**src/hdl/io_switch_pkg.sv**
```systemverilog
//################################################
// shared widths and timeouts for the IO switch
// two downstream clients, counters sized from the
// timeout values
//################################################

package io_switch_pkg;

	localparam int PHYS_BITS = 56;
	localparam int XLEN = 64;
	localparam int NIOCLIENTS = 2;

	// waiting cycles before the watchdog steps in
	localparam int ADDR_TIMEOUT = 16;
	localparam int DATA_TIMEOUT = 4095;

	typedef logic [PHYS_BITS-1:0] phys_addr_t;
	typedef logic [XLEN-1:0] xlen_t;
	typedef logic [XLEN/8-1:0] byte_mask_t;
	typedef logic [NIOCLIENTS-1:0] client_vec_t;

	typedef logic [$clog2(ADDR_TIMEOUT+1)-1:0] addr_cnt_t;
	typedef logic [$clog2(DATA_TIMEOUT+1)-1:0] data_cnt_t;

	typedef enum logic {
		arb_idle,
		arb_read	// waiting on the data phase of a granted read
	} arb_state_t;

endpackage

```
**src/hdl/io_arbiter.sv**
```systemverilog
//################################################
// round-robin arbiter for two CPUs on one IO bus
// a locked CPU keeps the other one out until it
// makes an unlocked access; one read in flight
//################################################
`timescale 1ns/10ps

module io_arbiter (
	input  logic                     clk,
	input  logic                     rst_n,

	input  logic                     cpu_addr_req_0,
	input  io_switch_pkg::phys_addr_t cpu_addr_0,
	input  logic                     cpu_read_0,
	input  logic                     cpu_lock_0,
	input  io_switch_pkg::byte_mask_t cpu_mask_0,
	input  io_switch_pkg::xlen_t      cpu_wdata_0,
	input  logic                     cpu_data_ack_0,

	input  logic                     cpu_addr_req_1,
	input  io_switch_pkg::phys_addr_t cpu_addr_1,
	input  logic                     cpu_read_1,
	input  logic                     cpu_lock_1,
	input  io_switch_pkg::byte_mask_t cpu_mask_1,
	input  io_switch_pkg::xlen_t      cpu_wdata_1,
	input  logic                     cpu_data_ack_1,

	input  io_switch_pkg::client_vec_t io_addr_ack,
	input  io_switch_pkg::client_vec_t io_data_req,
	input  io_switch_pkg::client_vec_t io_data_err,
	input  io_switch_pkg::xlen_t      io_rdata,
	input  logic                     force_addr_ack,
	input  logic                     force_data_req,

	output logic                     cpu_addr_ack_0,
	output logic                     cpu_addr_ack_1,
	output logic                     cpu_data_req_0,
	output logic                     cpu_data_req_1,
	output io_switch_pkg::xlen_t      cpu_rdata,
	output logic                     cpu_data_err,

	output logic                     io_addr_req,
	output io_switch_pkg::phys_addr_t io_addr,
	output logic                     io_read,
	output io_switch_pkg::byte_mask_t io_mask,
	output io_switch_pkg::xlen_t      io_wdata,
	output logic                     io_data_ack,
	output logic                     read_active
);
	import io_switch_pkg::*;

	arb_state_t state_q;
	logic       rr_q;		// high favours cpu 1
	logic       owner_q;
	logic [1:0] lock_q;

	logic elig_0;
	logic elig_1;
	logic sel_1;
	logic addr_ack;
	logic grant;
	logic sel_lock;
	logic data_valid;

	// a CPU is shut out while the other holds its lock
	assign elig_0 = cpu_addr_req_0 && !lock_q[1];
	assign elig_1 = cpu_addr_req_1 && !lock_q[0];
	assign sel_1 = elig_1 && (!elig_0 || rr_q);

	assign read_active = (state_q == arb_read);
	assign io_addr_req = !read_active && (elig_0 || elig_1);

	assign io_addr = sel_1 ? cpu_addr_1 : cpu_addr_0;
	assign io_read = sel_1 ? cpu_read_1 : cpu_read_0;
	assign io_mask = sel_1 ? cpu_mask_1 : cpu_mask_0;
	assign io_wdata = sel_1 ? cpu_wdata_1 : cpu_wdata_0;
	assign sel_lock = sel_1 ? cpu_lock_1 : cpu_lock_0;

	assign addr_ack = (|io_addr_ack) || force_addr_ack;
	assign grant = io_addr_req && addr_ack;
	assign cpu_addr_ack_0 = grant && !sel_1;
	assign cpu_addr_ack_1 = grant && sel_1;

	// data phase goes only to the owner of the read
	assign data_valid = (|io_data_req) || force_data_req;
	assign cpu_data_req_0 = read_active && !owner_q && data_valid;
	assign cpu_data_req_1 = read_active && owner_q && data_valid;
	assign io_data_ack = (cpu_data_req_0 && cpu_data_ack_0) ||
		(cpu_data_req_1 && cpu_data_ack_1);

	assign cpu_rdata = io_rdata;
	assign cpu_data_err = (|(io_data_req & io_data_err)) || force_data_req;

	always_ff @(posedge clk) begin
		if (!rst_n) begin
			state_q <= arb_idle;
			rr_q <= 1'b0;
			owner_q <= 1'b0;
			lock_q <= 2'b00;
		end else begin
			if (grant) begin
				rr_q <= !sel_1;		// other CPU goes next
				lock_q[sel_1] <= sel_lock;
				if (io_read) begin
					state_q <= arb_read;
					owner_q <= sel_1;
				end
			end else if (io_data_ack) begin
				state_q <= arb_idle;
			end
		end
	end

endmodule

```
**src/hdl/io_bus_watchdog.sv**
```systemverilog
//################################################
// bus watchdog, forces an address ack after
// ADDR_TIMEOUT unanswered cycles and an error
// response when read data never shows up
//################################################
`timescale 1ns/10ps

module io_bus_watchdog (
	input  logic                      clk,
	input  logic                      rst_n,
	input  logic                      io_addr_req,
	input  logic                      io_read,
	input  io_switch_pkg::client_vec_t io_addr_ack,
	input  io_switch_pkg::client_vec_t io_data_req,
	input  logic                      io_data_ack,
	input  logic                      read_active,
	output logic                      force_addr_ack,
	output logic                      force_data_req
);
	import io_switch_pkg::*;

	addr_cnt_t addr_cnt;
	data_cnt_t data_cnt;
	logic      force_q;		// forced response pending
	logic      addr_wait;
	logic      data_wait;
	logic      data_expired;

	assign addr_wait = io_addr_req && !(|io_addr_ack);
	assign force_addr_ack = addr_wait && (addr_cnt == addr_cnt_t'(ADDR_TIMEOUT - 1));

	// no count while a forced response is already pending
	assign data_wait = read_active && !(|io_data_req) && !force_q;
	assign data_expired = data_wait && (data_cnt == data_cnt_t'(DATA_TIMEOUT - 1));

	assign force_data_req = force_q;

	always_ff @(posedge clk) begin
		if (!rst_n) begin
			addr_cnt <= '0;
		end else if (!addr_wait || force_addr_ack) begin
			addr_cnt <= '0;
		end else begin
			addr_cnt <= addr_cnt + 1'b1;
		end
	end

	always_ff @(posedge clk) begin
		if (!rst_n) begin
			data_cnt <= '0;
		end else if (!read_active) begin
			data_cnt <= '0;
		end else if (data_wait) begin
			data_cnt <= data_cnt + 1'b1;
		end
	end

	always_ff @(posedge clk) begin
		if (!rst_n) begin
			force_q <= 1'b0;
		end else if (force_q) begin
			force_q <= !io_data_ack;	// held until the owner takes it
		end else if (force_addr_ack && io_read) begin
			force_q <= 1'b1;	// nobody decoded this read
		end else if (data_expired) begin
			force_q <= 1'b1;
		end
	end

endmodule

```
**src/hdl/io_switch.sv**
```systemverilog
//################################################
// two-CPU IO switch onto one downstream bus
// address ack is combinational from the clients;
// both CPUs see the same read data and error
//################################################
`timescale 1ns/10ps

module io_switch (
	input  logic                      clk,
	input  logic                      rst_n,

	input  logic                      cpu_addr_req_0,
	output logic                      cpu_addr_ack_0,
	input  io_switch_pkg::phys_addr_t  cpu_addr_0,
	input  logic                      cpu_read_0,
	input  logic                      cpu_lock_0,
	input  io_switch_pkg::byte_mask_t  cpu_mask_0,
	input  io_switch_pkg::xlen_t       cpu_wdata_0,
	output logic                      cpu_data_req_0,
	input  logic                      cpu_data_ack_0,
	output io_switch_pkg::xlen_t       cpu_rdata_0,
	output logic                      cpu_data_err_0,

	input  logic                      cpu_addr_req_1,
	output logic                      cpu_addr_ack_1,
	input  io_switch_pkg::phys_addr_t  cpu_addr_1,
	input  logic                      cpu_read_1,
	input  logic                      cpu_lock_1,
	input  io_switch_pkg::byte_mask_t  cpu_mask_1,
	input  io_switch_pkg::xlen_t       cpu_wdata_1,
	output logic                      cpu_data_req_1,
	input  logic                      cpu_data_ack_1,
	output io_switch_pkg::xlen_t       cpu_rdata_1,
	output logic                      cpu_data_err_1,

	output logic                      io_addr_req,
	input  io_switch_pkg::client_vec_t io_addr_ack,
	output io_switch_pkg::phys_addr_t  io_addr,
	output logic                      io_read,
	output io_switch_pkg::byte_mask_t  io_mask,
	output io_switch_pkg::xlen_t       io_wdata,
	input  io_switch_pkg::client_vec_t io_data_req,
	output logic                      io_data_ack,
	input  io_switch_pkg::xlen_t       io_rdata,
	input  io_switch_pkg::client_vec_t io_data_err
);
	import io_switch_pkg::*;

	logic  force_addr_ack;
	logic  force_data_req;
	logic  read_active;
	xlen_t cpu_rdata;
	logic  cpu_data_err;

	// shared return path
	assign cpu_rdata_0 = cpu_rdata;
	assign cpu_rdata_1 = cpu_rdata;
	assign cpu_data_err_0 = cpu_data_err;
	assign cpu_data_err_1 = cpu_data_err;

	io_arbiter arb_i (
		.clk(clk),
		.rst_n(rst_n),
		.cpu_addr_req_0(cpu_addr_req_0),
		.cpu_addr_0(cpu_addr_0),
		.cpu_read_0(cpu_read_0),
		.cpu_lock_0(cpu_lock_0),
		.cpu_mask_0(cpu_mask_0),
		.cpu_wdata_0(cpu_wdata_0),
		.cpu_data_ack_0(cpu_data_ack_0),
		.cpu_addr_req_1(cpu_addr_req_1),
		.cpu_addr_1(cpu_addr_1),
		.cpu_read_1(cpu_read_1),
		.cpu_lock_1(cpu_lock_1),
		.cpu_mask_1(cpu_mask_1),
		.cpu_wdata_1(cpu_wdata_1),
		.cpu_data_ack_1(cpu_data_ack_1),
		.io_addr_ack(io_addr_ack),
		.io_data_req(io_data_req),
		.io_data_err(io_data_err),
		.io_rdata(io_rdata),
		.force_addr_ack(force_addr_ack),
		.force_data_req(force_data_req),
		.cpu_addr_ack_0(cpu_addr_ack_0),
		.cpu_addr_ack_1(cpu_addr_ack_1),
		.cpu_data_req_0(cpu_data_req_0),
		.cpu_data_req_1(cpu_data_req_1),
		.cpu_rdata(cpu_rdata),
		.cpu_data_err(cpu_data_err),
		.io_addr_req(io_addr_req),
		.io_addr(io_addr),
		.io_read(io_read),
		.io_mask(io_mask),
		.io_wdata(io_wdata),
		.io_data_ack(io_data_ack),
		.read_active(read_active)
	);

	io_bus_watchdog wdog_i (
		.clk(clk),
		.rst_n(rst_n),
		.io_addr_req(io_addr_req),
		.io_read(io_read),
		.io_addr_ack(io_addr_ack),
		.io_data_req(io_data_req),
		.io_data_ack(io_data_ack),
		.read_active(read_active),
		.force_addr_ack(force_addr_ack),
		.force_data_req(force_data_req)
	);

endmodule

```
**config.mk**
```make
export PLATFORM = sky130hd
export DESIGN_NAME = io_switch
export DESIGN_NICKNAME = d
export VERILOG_FILES = /design/src/hdl/io_switch_pkg.sv /design/src/hdl/io_arbiter.sv /design/src/hdl/io_bus_watchdog.sv /design/src/hdl/io_switch.sv
export SDC_FILE = /design/constraint.sdc
export NUM_CORES = 1
export LEC_CHECK = 0
export ABC_AREA = 1
export BUFFER_PORTS_ARGS = -buffer_cell sky130_fd_sc_hd__buf_2
export CAP_MARGIN = 20
export CORE_AREA = 3 3 230 232
export CTS_BUF_LIST = sky130_fd_sc_hd__clkbuf_4
export DETAILED_ROUTE_END_ITERATION = 6
export DIE_AREA = 0 0 233 235
export HOLD_SLACK_MARGIN = 0.05
export MAX_ROUTING_LAYER = met4
export SLEW_MARGIN = 15
export SYNTH_ARGS = -nofsm -noshare
export SYNTH_HDL_FRONTEND = slang
export SYNTH_SLANG_ARGS = --single-unit
export TNS_END_PERCENT = 50
```
**constraint.sdc**
```tcl
create_clock -name clk -period 2.8 [get_ports clk]
set_clock_uncertainty 0.15 [all_clocks]
set_input_delay 0.14 -clock clk [delete_from_list [all_inputs] [get_ports clk]]
set_output_delay 0.14 -clock clk [all_outputs]
set_load 0.01 [all_outputs]
```
# Word level (Yosys, flattened, before mapping)
# Index checks and enable logic that the tools add are counted.
[classes]
add_sub_neg = 2
n_lt_le_gt_ge = 2
n_eq_ne = 3
muxes = 14
bitwise = 2
reduce_logical = 46
[op_table]
columns = ["operator", "count"]
rows = [
  ["two-way mux 64 bit", 1],
  ["two-way mux 56 bit", 1],
  ["logical AND 1 bit", 20],
  ["adder 12 x 1 -> 12 bit (second input constant)", 1],
  ["equality test 12 bit (second input constant)", 1],
  ["zero test 1 bit", 11],
  ["two-way mux 1 bit", 9],
  ["two-way mux 8 bit", 1],
  ["OR reduction 2 bit", 4],
  ["logical OR 1 bit", 7],
  ["AND reduction 2 bit", 3],
  ["adder 5 x 1 -> 5 bit (second input constant)", 1],
  ["equality test 5 x 4 -> 1 bit (second input constant)", 1],
  ["AND 2 bit", 1],
  ["bitwise mux 2 bit", 1],
  ["less-than comparator 1 x 2 -> 1 bit (second input constant)", 1],
  ["!= test 2 x 1 -> 1 bit (second input constant)", 1],
  ["nonzero test 2 bit", 1],
  ["demux 1 bit (select 1 bit)", 1],
  [">= comparator 1 bit (second input constant)", 1],
  ["NOT 1 bit", 1],
]
[word_totals]
regBits = 23
in_bits = 336
out_inout_bits = 265
wordCells = 76

# Longest topological paths before layout
# Gate-level depths: netlist of the first run.
[logic_depth]
word_depth = 10
depth_mapped = 11
mapped_depth_nobuf = 11

# Cells and area by module
# A second synthesis of the first run with hierarchy kept.
[unflattened]
hier_cells = 739
hier_area_um2 = 3936.3
[by_module_without_submodules]
columns = ["module", "instances", "cells_each", "area_per_inst_um2", "seq_area_each_um2"]
rows = [
  ["io_arbiter", 1, 535, 2496.1, 100.1],
  ["io_bus_watchdog", 1, 139, 952.2, 360.3],
  ["io_switch", 1, 65, 488.0, 0.0],
]

# Least setup slack after synthesis of the first run
# OpenSTA, ideal clock, no wires.
[synth_path]
kind = "reg2reg"
start = "register wdog_i.addr_cnt[0]"
end = "register arb_i.lock_q[1]"
setup_ns = 0.113
arrival_time_ns = 1.320
required_ns = 2.537
slack_ns = 1.217
path_stages_with_launch = 12
synth_period_minus_slack_ns = 1.583
cell_sequence = "dfxtp_1 ha_1 nand2_1 nor2_1 ha_1 inv_1 nand2_1 nand2_2 nor2_2 nand2_1 nand2_1 nor2_1"
[synth_between]
elab_chain_len = 4
[synth_lines]
columns = ["item", "line", "source"]
rows = [
  ["start, declared", "io_bus_watchdog.sv:22", "addr_cnt_t addr_cnt;"],
  ["start signal, assigned", "io_bus_watchdog.sv:44", "addr_cnt <= addr_cnt + 1'b1;"],
  ["equality test 5 x 4 -> 1 bit", "io_bus_watchdog.sv:30", "assign force_addr_ack = addr_wait && (addr_cnt == addr_cnt_t'(ADDR_TIMEOUT - 1));"],
  ["logical AND 1 bit", "io_bus_watchdog.sv:30", ""],
  ["logical OR 1 bit", "io_arbiter.sv:79", "assign addr_ack = (|io_addr_ack) || force_addr_ack;"],
  ["logical AND 1 bit", "io_arbiter.sv:80", "assign grant = io_addr_req && addr_ack;"],
  ["end signal, assigned by index", "io_arbiter.sv:103", "lock_q[sel_1] <= sel_lock;"],
  ["end, declared", "io_arbiter.sv:55", "logic [1:0] lock_q;"],
]
# No other way between the ends.
# A chain may end at the register's enable or synchronous reset.

# Worst setup path after layout of the first run
[layout_path]
start = "register arb_i.lock_q[1]"
end = "output io_addr[41]"
[layout_between]
elab_chain_len = 6
[layout_lines]
columns = ["item", "line", "source"]
rows = [
  ["zero test 1 bit", "io_arbiter.sv:66", "assign elig_0 = cpu_addr_req_0 && !lock_q[1];"],
  ["logical AND 1 bit", "io_arbiter.sv:66", ""],
  ["zero test 1 bit", "io_arbiter.sv:68", "assign sel_1 = elig_1 && (!elig_0 || rr_q);"],
  ["logical OR 1 bit", "io_arbiter.sv:68", ""],
  ["logical AND 1 bit", "io_arbiter.sv:68", ""],
  ["two-way mux 56 bit", "io_arbiter.sv:73", "assign io_addr = sel_1 ? cpu_addr_1 : cpu_addr_0;"],
  ["end, declared", "io_switch.sv:38", "output io_switch_pkg::phys_addr_t io_addr,"],
]
# No other way between the ends.

==> out/qor.yml, run 1 <==
synthToLayoutAreaGrowth_pct: 48.29
route.detailed.vias_per_inst: 3.126
rows: 83
crit_buf_inv: 4
arrival_ns: 2.01
design.core.area_um2: 51200
gr-usage-all-layers: 0.08975
postCtsSetupRepairBufs: 0
tightest_slew_ns: 0.6332
layout_setup_ws_ns: 0.4992
path_max_fanout: 59
drc: 0
clock_latency_ns: 0.31
leakage_nw: 3.305
fillers: 6096
cts_tree: "done"
final_common_cell: "nand2_1"
dr.max_layer_used: "met4"
die_h_um: 235
syn_area_um2: 3889
grt_max_degree: 131
hold_path.class: "primary input to flop"
ys_types: 26
syn-instance-count: 738
wl_met2_mm: 11.39
cts.clk_slew.worst_paths_ns: 0.13
setup_viol: 0
endpoint_kind: "output port"
netlist.area_leader.share: 0.4257
pre_cts_slack_ns: 0.8229
tns_ns: 0
port_buffers: 408
globalRoute.totalOverflow: 0
gp_congestion: 0.8207
layout_min_cycle_time_ns: 2.301
slew_violations: 0
post-route-period-util: 0.8217
cts_made_buffers: 3
drive_gt1_frac: 0.4291
hold_viol: 0
place_hpwl_mm: 23.28
max_stage_delay_ns: 0.36
synth_area_leader_cell: "nand2_1"
ys_warn_count: 0
slowest_stage: "dfxtp_1"
wl_met1_mm: 10.32
synth-seq-cells: 23
seq_area_frac_synth: 0.1184
start_util: 0.07595
nets: 1343
boundaryPins: 601
route.met3.wl_mm: 3.956
dieWidth_um: 233
run_status: "complete, no violations"
cp_common_cell: "nand2_1"
wl_per_cell_um: 15.74
cp_cell_sequence: "inv_1 -> nand3_1 -> nand2_4 -> inv_4 -> buf_12 -> nand2_1 -> nand2_1 -> buf_2"
ant_nets: 0
cap_violations: 0
critPathKind: "flop to output port"
timing.fmax_mhz: 434.6
cts_root_buf: "clkbuf_4"
first_pass_iters: 5
grt_first_pass_wirelength_mm: 34.12
layout_common_cells: "nand2_1, buf_2, nor2_1"
grt_pass1_vias: 4891
rsz0062_at_grt: "no"
path_delay_family: "buffers and inverters"
synth_area_leaders: "nand2_1, buf_4, dfxtp_1"
htreeDepth: 1
ir_drop_v: 0.0002947
slew_headroom: 0.5778
antenna_found_initial: 2
vias: 5265
postCtsResizedCells: 0
syn_nets: 1078
crit_required_ns: 2.51
avgSynthCellArea_um2: 5.269
die-area_um2: 54760
routed_wl_mm: 26.51
clk_path_buf_depth: 2
p_per_area_nw_per_um2: 310.4
cp-start-kind: "flop"
clock_sinks: 23
drtIter0Drc: 226
[tightest hold or removal path, stage by stage]
cell	delay (ns)
buf_2	0.09
nor2_1	0.04
nand2_2	0.14
a21oi_1	0.09
[cells in the mapped netlist, drive strengths merged]
master and n:
dfxtp 23, a31oi 1, o21ai 6, nand2 445, xor2 4, nand4 5
ha 4, a21oi 10, nor2 38, nor3 3, inv 27, nand3 10
buf 159, nor3b 1, nand3b 1, a221o 1
[layer usage]
metal | up-vias | global-route usage
met3 | 24 | 0.04450
met1 | 2153 | 0.09962
met4 | 0 | 0.02744
li1 | 2616 | -
met2 | 472 | 0.1409
met5 | - | -
[worst paths after layout]
path | from | to | slack (ns) | cells past startpoint
hold reg to reg | wdog_i.addr_cnt[0]$_SDFF_PP0_ | wdog_i.addr_cnt[0]$_SDFF_PP0_ | 0.32 | 1
setup / recovery | arb_i.lock_q[1]$_SDFFE_PN0P_ | io_addr[41] | 0.50 | 8
setup reg to reg | arb_i.lock_q[1]$_SDFFE_PN0P_ | arb_i.lock_q[0]$_SDFFE_PN0P_ | 0.54 | 10
hold / removal | io_data_req[0] | wdog_i.data_cnt[0]$_SDFFE_PN0P_ | 0.06 | 4
[power breakdown]
| part | internal (W) | total, W | switching [W] | leakage, nW |
|---|---|---|---|---|
| registers | 0.000338 | 0.000346 | 0.00000759 | 0.186 |
| logic | 0.000483 | 0.00128 | 0.000793 | 3.10 |
| clock network | 0.0000652 | 0.000169 | 0.000104 | 0.0184 |
| total | 0.000886 | 0.00179 | 0.000905 | 3.30 |
[timing repair]
item | 4_1_cts | 5_1_grt
endpoints found under the hold margin | 11 | 0
hold buffers | 6 | 0
setup endpoints to repair | 0 | 0
[metrics by stage]
stage	hold slack [ns]	total power (W)	instances	util	instance area (um2)
after floorplan	0.1827	0.001172	738	-	3889
after global placement	0.1301	0.001652	1672	0.1108	5672
after detailed placement	0.1301	0.001643	1672	0.1108	5672
after CTS	0.05046	0.001830	1682	0.1125	5762
after global routing	0.07240	0.001945	1683	0.1126	5764
final	0.06086	0.001790	1684	0.1126	5767
[logic make-up (layout without fill, tap and decap cells)]
logic type,Yosys count,count (layout),synth area share
XOR/XNOR,4,4,0.009008
buffers and inverters,186,450,0.3314
other,0,2,0
flip-flops,23,23,0.1184
adder cells (fa/ha/maj),4,4,0.01287
AO/OA/AOI/OAI,18,18,0.02478
AND/OR/NAND/NOR,503,503,0.5035
[cell type report]
type / instances / area [um2] / area share
inverter: 27 / 103.9 / 0.01801
tap: 680 / 850.8 / 0.1475
sequential: 23 / 460.4 / 0.07984
clock buffer: 4 / 30.03 / 0.005207
multi-input combinational: 529 / 2140 / 0.3710
timing repair buffer: 419 / 2177 / 0.3775
antenna: 2 / 5.005 / 0.0008679
[state kept, by name, summed over array words and instances, names as in the netlist]
name and flops:
arb_i.read_active 1, wdog_i.force_data_req 1, wdog_i.data_cnt 12, arb_i.rr_q 1, arb_i.owner_q 1, wdog_i.addr_cnt 5
arb_i.lock_q 2
No activity file was read; power rests on OpenSTA's default activity.
==> inputs of run 2 (changes only) <==
==> constraint.sdc (replaced) <==
create_clock -name clk -period 2.19 [get_ports clk]
set_clock_uncertainty 0.15 [all_clocks]
set_input_delay 0.1095 -clock clk [delete_from_list [all_inputs] [get_ports clk]]
set_output_delay 0.1095 -clock clk [all_outputs]
set_load 0.01 [all_outputs]
==> run 2 against run 1 <==
  * Setup slack lost 0.42 ns
  * Sequential power grew 28%
  * Power grew 39%
  * Die area did not move
  * Non-clock buffer count is 15 higher
  * First-iteration DRC count is 44% higher
  * Clock power grew 25%
  * Combinational power increased by 44%
  * Via count is 3.8% higher
  * Largest power group unchanged
==> out/qor.yml, run 2 (synthesis gave the netlist of run 1 again) <==
max_stage_delay_ns: 0.34
crit_buf_inv: 4
grt_first_pass_wirelength_mm: 36.18
cts_root_buf: "clkbuf_4"
slowest_stage: "dfxtp_1"
p_sw_w: 0.001269
wl_per_cell_um: 17.60
leakage_nw: 3.428
crit_required_ns: 1.93
drtIter0Drc: 326
slew_headroom: 0.8005
rsz0062_at_grt: "yes"
timing.fmax_mhz: 474.3
cts.clk_slew.worst_paths_ns: 0.14
ir_drop_v: 0.0002578
ant_nets: 0
holdCritStartpoint: "io_data_req[1]"
route.detailed.vias_per_inst: 3.212
fin_cells: 1701
drc: 0
boundaryPins: 601
gp_congestion: 0.8335
cts_made_buffers: 3
p_per_area_nw_per_um2: 412.4
htreeDepth: 1
setup.worst_path.start: "arb_i.lock_q[1]$_SDFFE_PN0P_"
grt_pass1_vias: 4936
cap_violations: 0
timing.rr.start: "arb_i.lock_q[1]$_SDFFE_PN0P_"
p_sw_frac: 0.5093
multi_input_area_um2: 2185
design.core.area_um2: 51200
vias: 5464
slew_violations: 0
dpl.cell_count: 1678
grt_max_degree: 59
clock_latency_ns: 0.33
critPathKind: "flop to output port"
path_max_fanout: 19
fillers: 6058
first_pass_iters: 5
p_clk_frac: 0.085
layout_setup_ws_ns: 0.08141
power.share.combinational: 0.738
cp_common_cell: "nand2_1"
antenna_found_initial: 4
hold_viol: 0
clk_path_buf_depth: 2
p_seq_frac: 0.177
die-area_um2: 54760
dieWidth_um: 233
regMostFlops: "wdog_i.data_cnt"
largest_reg_flops: 12
synthToLayoutAreaGrowth_pct: 55.31
rows: 83
layout_common_cells: "nand2_1, buf_2, nor2_1"
setup_viol: 0
arrival_ns: 1.85
cts_tree: "done"
layout_min_cycle_time_ns: 2.109
pre_cts_slack_ns: 0.2937
nets: 1359
internal_power_w: 0.001222
tightest_slew_ns: 0.2985
ff_latch_area_um2: 460.4
clock_sinks: 23
run_status: "complete, no violations"
cp-start-kind: "flop"
endpoint_kind: "output port"
cp_cell_sequence: "inv_1 -> nand3_4 -> nand2_8 -> clkinv_8 -> buf_16 -> nand2_1 -> nand2_1 -> buf_2"
routed_wl_mm: 29.93
place_hpwl_mm: 24.64
globalRoute.totalOverflow: 0
post-route-period-util: 0.9628
largestRegisters: "wdog_i.data_cnt (12), wdog_i.addr_cnt (5), arb_i.lock_q (2)"
start_util: 0.07595
die_h_um: 235
final_common_cell: "nand2_1"
hold_path.class: "primary input to flop"
gr-usage-all-layers: 0.09596
path_delay_family: "buffers and inverters"
port_buffers: 408
drive_gt1_frac: 0.4401
run 2: cell count changes in the layout (fill, tap and decap cells not counted), sizes merged:
cell / delta
buf: +12
clkbuf: +2
clkinv: +2
diode: +1
inv: -1
nand2: +1
run 2: power groups by stage:
stage / combinational [W] / clock [W] / sequential [W]
3_5_place_dp: 0.00168 / 0 / 0.000451
4_1_cts: 0.00174 / 0.000219 / 0.000442
2_1_floorplan: 0.00105 / 0 / 0.000449
6_report: 0.00184 / 0.000212 / 0.000442
3_3_place_gp: 0.00169 / 0 / 0.000451
5_1_grt: 0.00202 / 0.000236 / 0.000444
run 2: per-layer routing:
layer	share of wire	wire, um	up-vias	track usage
li1	-	-	2653	-
met1	0.40	12050	2308	0.1098
met2	0.45	13620	490	0.1596
met3	0.13	3974	13	0.04219
met4	0.0096	288	0	0.01064
met5	0	0	-	-
run 2: per-stage QoR:
stage | instance area, um2 | hold slack, ns | power (W) | TNS [ns] | util
floorplan | 3889 | 0.1522 | 0.001499 | 0 | -
global placement | 5717 | 0.06910 | 0.002138 | 0 | 0.1117
detailed placement | 5717 | 0.06910 | 0.002127 | 0 | 0.1117
CTS | 5856 | 0.05652 | 0.002399 | -0.03358 | 0.1144
global route | 6035 | 0.06902 | 0.002697 | -0.05382 | 0.1179
finish | 6040 | 0.04295 | 0.002491 | 0 | 0.1180
run 2: worst paths after layout:
check / slack [ns] / to / cells after the start
setup / recovery: 0.08 / io_wdata[18] / 8
hold / removal: 0.04 / wdog_i.data_cnt[0]$_SDFFE_PN0P_ / 4
setup reg to reg: 0.47 / arb_i.read_active$_SDFFE_PN0P_ / 9
hold reg to reg: 0.31 / wdog_i.addr_cnt[0]$_SDFF_PP0_ / 1
run 2: worst reg2reg max path: stages, from the launching register on:
cell and delay [ns]:
dfxtp_1 0.34, inv_1 0.10, nand3_4 0.14, nand2_8 0.19
clkinv_8 0.14, buf_16 0.20, nand2_1 0.07, nand2_1 0.12
nand3_1 0.10, o21ai_0 0.07
run 2: layout make-up:
type | instances | share of cell area
Tap cell | 680 | 0.1409
Inverter | 27 | 0.01927
Clock buffer | 3 | 0.003729
Multi-Input combinational cell | 530 | 0.3617
Antenna cell | 3 | 0.001243
Clock inverter | 1 | 0.0008287
Sequential cell | 23 | 0.07624
Timing Repair Buffer | 434 | 0.3961
run 2: timing repair:
item	in CTS	in global routing
endpoints found under the setup margin	20	82
gates cloned	1	4
hold buffers	6	0
setup buffers	0	5
hold endpoints to repair	12	0
resized for setup	4	12
pin swaps	0	1
==> inputs of run 3 (changes only) <==
--- a/config.mk
+++ b/config.mk
@@ -5,13 +5,12 @@
 export SDC_FILE = /design/constraint.sdc
 export NUM_CORES = 1
 export LEC_CHECK = 0
-export ABC_AREA = 1
 export BUFFER_PORTS_ARGS = -buffer_cell sky130_fd_sc_hd__buf_2
 export CAP_MARGIN = 20
-export CORE_AREA = 3 3 230 232
+export CORE_AREA = 3 3 235 237
 export CTS_BUF_LIST = sky130_fd_sc_hd__clkbuf_4
 export DETAILED_ROUTE_END_ITERATION = 6
-export DIE_AREA = 0 0 233 235
+export DIE_AREA = 0 0 238 240
 export HOLD_SLACK_MARGIN = 0.05
 export MAX_ROUTING_LAYER = met4
 export SLEW_MARGIN = 15
==> run 3 against run 2 <==
  * The run now fails in 5_2_route
  * Synthesized cell count decreased by 45%
  * Area after synthesis decreased by 6.8%
  * Global-route usage decreased by 2.6 points
==> out/qor.yml, run 3 <==
synth_area_leader_cell: "mux2_2"
async_flop_share: 0
ys.flop_type: "dfxtp_1"
gr-usage-all-layers: 0.07021
netlist.area_leader.share: 0.3293
firstError: "[ERROR DRT-0255] Maze Route cannot find path of net io_rdata[61] in worker of routeBox ( 193200 0 ) ( 238000 48300 )."
ys_warn_count: 0
synth-seq-cells: 23
dieWidth_um: 238
syn_area_um2: 3625
cts_made_buffers: 3
gp_congestion: 0.8561
globalRoute.totalOverflow: 0
port_buffers: 408
htreeDepth: 1
grt_first_pass_wirelength_mm: 27.83
antenna_found_initial: 8
clk_path_buf_depth: 2
synth-edff-count: 0
clock_sinks: 23
run_status: "did not finish"
place_hpwl_mm: 18.69
cts_root_buf: "clkbuf_4"
synth.most_common_cell: "buf_4"
syn-instance-count: 403
worstEndpointType: "top-level output"
grt_pass1_vias: 4047
die_h_um: 240
start_util: 0.06776
ys_types: 39
ys_top_cells_by_count: "buf_4, mux2_2, dfxtp_1, mux2_1, nor2_1"
postGrtWorstEndpoint: "io_wdata[30]"
boundaryPins: 601
rows: 85
stop_stage: "5_2_route"
seq_area_frac_synth: 0.1270
syn_nets: 743
grt_max_degree: 20
avgSynthCellArea_um2: 8.994
synth_area_leaders: "mux2_2, buf_4, dfxtp_1"
-- run 3: logic make-up after synthesis --
kind of cell | count (synthesis) | synth area share
compound gates | 19 | 0.03245
xor+xnor | 11 | 0.02658
fa+ha+maj | 4 | 0.01381
buf+inv | 152 | 0.2965
flops | 23 | 0.1270
mux | 130 | 0.4035
simple gates | 64 | 0.1001
-- run 3: metal layers --
layer	global-route usage
met2	0.1198
met5	-
met1	0.06946
met4	0.02657
met3	0.03418
-- run 3: timing repair --
action | CTS | global route
hold buffers | 10 | 0
resized for setup | 71 | 117
hold endpoints to repair | 9 | 0
endpoints found under the setup margin | 121 | 114
setup buffers | 6 | 3
pin swaps | 1 | 3
cloned | 3 | 5
-- run 3: metrics by stage --
step           instances  worst slack [ns]  area [um2]
2_1_floorplan        403            0.2195        3625
3_3_place_gp        1378            0.1534        5649
3_5_place_dp        1378            0.1429        5649
4_1_cts             1401          -0.08544        6228
5_1_grt             1412           -0.1290        6864
==> inputs of run 4 (changes only) <==
--- a/config.mk
+++ b/config.mk
@@ -7,12 +7,10 @@
 export LEC_CHECK = 0
 export BUFFER_PORTS_ARGS = -buffer_cell sky130_fd_sc_hd__buf_2
 export CAP_MARGIN = 20
-export CORE_AREA = 3 3 235 237
-export CTS_BUF_LIST = sky130_fd_sc_hd__clkbuf_4
+export CORE_AREA = 3 3 234 236
 export DETAILED_ROUTE_END_ITERATION = 6
-export DIE_AREA = 0 0 238 240
-export HOLD_SLACK_MARGIN = 0.05
-export MAX_ROUTING_LAYER = met4
+export DIE_AREA = 0 0 237 239
+export PLACE_DENSITY_LB_ADDON = 0.15
 export SLEW_MARGIN = 15
 export SYNTH_ARGS = -nofsm -noshare
 export SYNTH_HDL_FRONTEND = slang
==> run 4 against run 3 <==
  * The run now ends clean
  * Synthesized cell count unchanged
  * Area after synthesis is the same
  * Global-route usage is 1.9 points higher
==> out/qor.yml, run 4 <==
run_status: "complete, no violations"
fin_cells: 1382
synth.most_common_cell: "buf_4"
endpoint_kind: "output port"
start_util: 0.06884
grt_pass1_vias: 4162
leakage_nw: 2.725
cap_violations: 0
power.share.combinational: 0.642
hold_viol: 0
htreeDepth: 1
largestRegisters: "wdog_i.data_cnt (12), wdog_i.addr_cnt (5), arb_i.lock_q (2)"
cts_made_buffers: 3
ys_types: 39
final_common_cell: "buf_2"
globalRoute.totalOverflow: 0
slowest_stage: "dfxtp_2"
setup.worst_path.start: "arb_i.lock_q[1]$_SDFFE_PN0P_"
finalInstanceArea_um2: 5944
clk_path_buf_depth: 2
timing.rr.start: "wdog_i.addr_cnt[0]$_SDFF_PP0_"
tightest_slew_ns: 0.4710
synth_area_leaders: "mux2_2, buf_4, dfxtp_1"
design.core.area_um2: 52660
power_w: 0.002393
arrival_ns: 1.84
path_max_fanout: 18
async_flop_share: 0
layout_common_cells: "buf_2, mux2_2, mux2_1"
drive_gt1_frac: 0.8040
rows: 84
vias: 3964
ys_warn_count: 0
critPathKind: "flop to output port"
gr-usage-all-layers: 0.08890
clock_sinks: 23
cts_tree: "done"
dpl-instance-area_um2: 5629
synth_area_leader_cell: "mux2_2"
cp_common_cell: "buf_12"
max_stage_delay_ns: 0.34
ys.flop_type: "dfxtp_1"
drc: 0
synth-edff-count: 0
syn_nets: 743
netlist.area_leader.share: 0.3293
timing.fmax_mhz: 475.7
cp-start-kind: "flop"
antenna_found_initial: 2
cp_cell_sequence: "nor3b_4 -> nor2_4 -> buf_12 -> buf_12 -> buf_12 -> mux2_1 -> buf_2"
drtIter0Drc: 76
p_per_area_nw_per_um2: 402.6
largest_reg_flops: 12
avgSynthCellArea_um2: 8.994
grt_first_pass_wirelength_mm: 34.75
crit_required_ns: 1.93
layout_min_cycle_time_ns: 2.102
synthAdderAreaFrac: 0.01381
synth_top_family_by_area: "multiplexers"
boundaryPins: 601
synth.area.mux_share: 0.4035
cts_root_buf: "clkbuf_16"
dpl.cell_count: 1367
setup_viol: 0
cts.clk_slew.worst_paths_ns: 0.06
yosys.area_share.simple: 0.1001
ys_top_cells_by_count: "buf_4, mux2_2, dfxtp_1, mux2_1, nor2_1"
syn_area_um2: 3625
synth_compound_area_frac: 0.03245
synth-seq-cells: 23
regMostFlops: "wdog_i.data_cnt"
ir_drop_v: 0.0002105
tns_ns: 0
dieWidth_um: 237
p_sw_w: 0.0009612
p_clk_frac: 0.172
grt_max_degree: 31
ant_nets: 0
hold_path.class: "primary input to flop"
hold_ws_ns: 0.04163
holdCritStartpoint: "cpu_read_1"
p_seq_frac: 0.186
n_antenna_cell: 0
gp_congestion: 0.7333
syn-instance-count: 403
routed_wl_mm: 27.63
seq_area_frac_synth: 0.1270
slew_headroom: 0.6856
wl_per_cell_um: 19.99
internal_power_w: 0.001432
place_hpwl_mm: 24.82
clock_latency_ns: 0.26
synthToLayoutAreaGrowth_pct: 64.00
synth-xor-area-share: 0.02658
slew_violations: 0
port_buffers: 408
die-area_um2: 56640
route.detailed.vias_per_inst: 2.868
die_h_um: 239
first_pass_iters: 4
p_sw_frac: 0.4016
rsz0062_at_grt: "yes"
post-route-period-util: 0.9599
nets: 1035
run 4: cell counts after synthesis:
Identical to the previous run, type by type.
run 4: cell families after synthesis:
family                     Yosys count
muxes                              130
and+or+nand+nor                     64
DFF                                 23
adders and majority gates            4
buffers and inverters              152
xor gates and xnor gates            11
AOI/OAI and AO/OA                   19
run 4: path summary, 6_finish.rpt:
path / depth (start not counted) / end / slack [ns]
max: 7 / io_addr[26] / 0.09
min: 3 / arb_i.owner_q$_SDFFE_PN0P_ / 0.04
max reg2reg: 9 / arb_i.rr_q$_SDFFE_PN0P_ / 0.20
min reg2reg: 1 / wdog_i.addr_cnt[0]$_SDFF_PP0_ / 0.26
run 4: cell type report:
cell class / instances / area (um2)
clock buffer: 3 / 75.07
inverter: 5 / 18.77
fill: 6139 / 46710
timing repair buffer: 434 / 2369
multi-input combinational: 228 / 2152
sequential: 23 / 464.2
clock inverter: 1 / 5.005
tap: 688 / 860.8
run 4: worst max-delay path, delay by kind of cell, from the launching register on:
family,cells,cell delay (ns)
DFF,1,0.34
and+or+nand+nor,2,0.33
muxes,1,0.32
buffers and inverters,4,0.58
run 4: metal layers:
layer / vias to the layer above / share of wire / track usage
met2: 354 / 0.45 / 0.1445
met4: 2 / 0.034 / 0.02694
met3: 18 / 0.14 / 0.05111
met1: 1744 / 0.37 / 0.09838
met5: - / 0.00047 / 0
li1: 1846 / - / -
run 4: power by group through the flow:
| stage | clock network (W) | registers [W] | logic (W) |
|---|---|---|---|
| floorplan | 0 | 0.000443 | 0.000871 |
| global placement | 0 | 0.000453 | 0.00149 |
| detailed placement | 0 | 0.000452 | 0.00149 |
| CTS | 0.000436 | 0.000446 | 0.00159 |
| global route | 0.000448 | 0.000447 | 0.00169 |
| finish | 0.000412 | 0.000445 | 0.00154 |
run 4: stage by stage:
step                        util  worst slack, ns
after floorplan                -           0.2195
after global placement    0.1069          0.08825
after detailed placement  0.1069          0.05652
after CTS                 0.1120        -0.005578
after global routing      0.1129         -0.03642
final                     0.1129          0.08788
run 4: timing repair:
| action | in CTS | in global routing |
|---|---|---|
| hold buffers | 2 | 0 |
| pin swaps | 2 | 2 |
| resized for setup | 13 | 13 |
| buffers inserted | 7 | 1 |
| setup endpoints to repair | 75 | 58 |
| endpoints found under the hold margin | 2 | 0 |
| gates cloned | 1 | 1 |
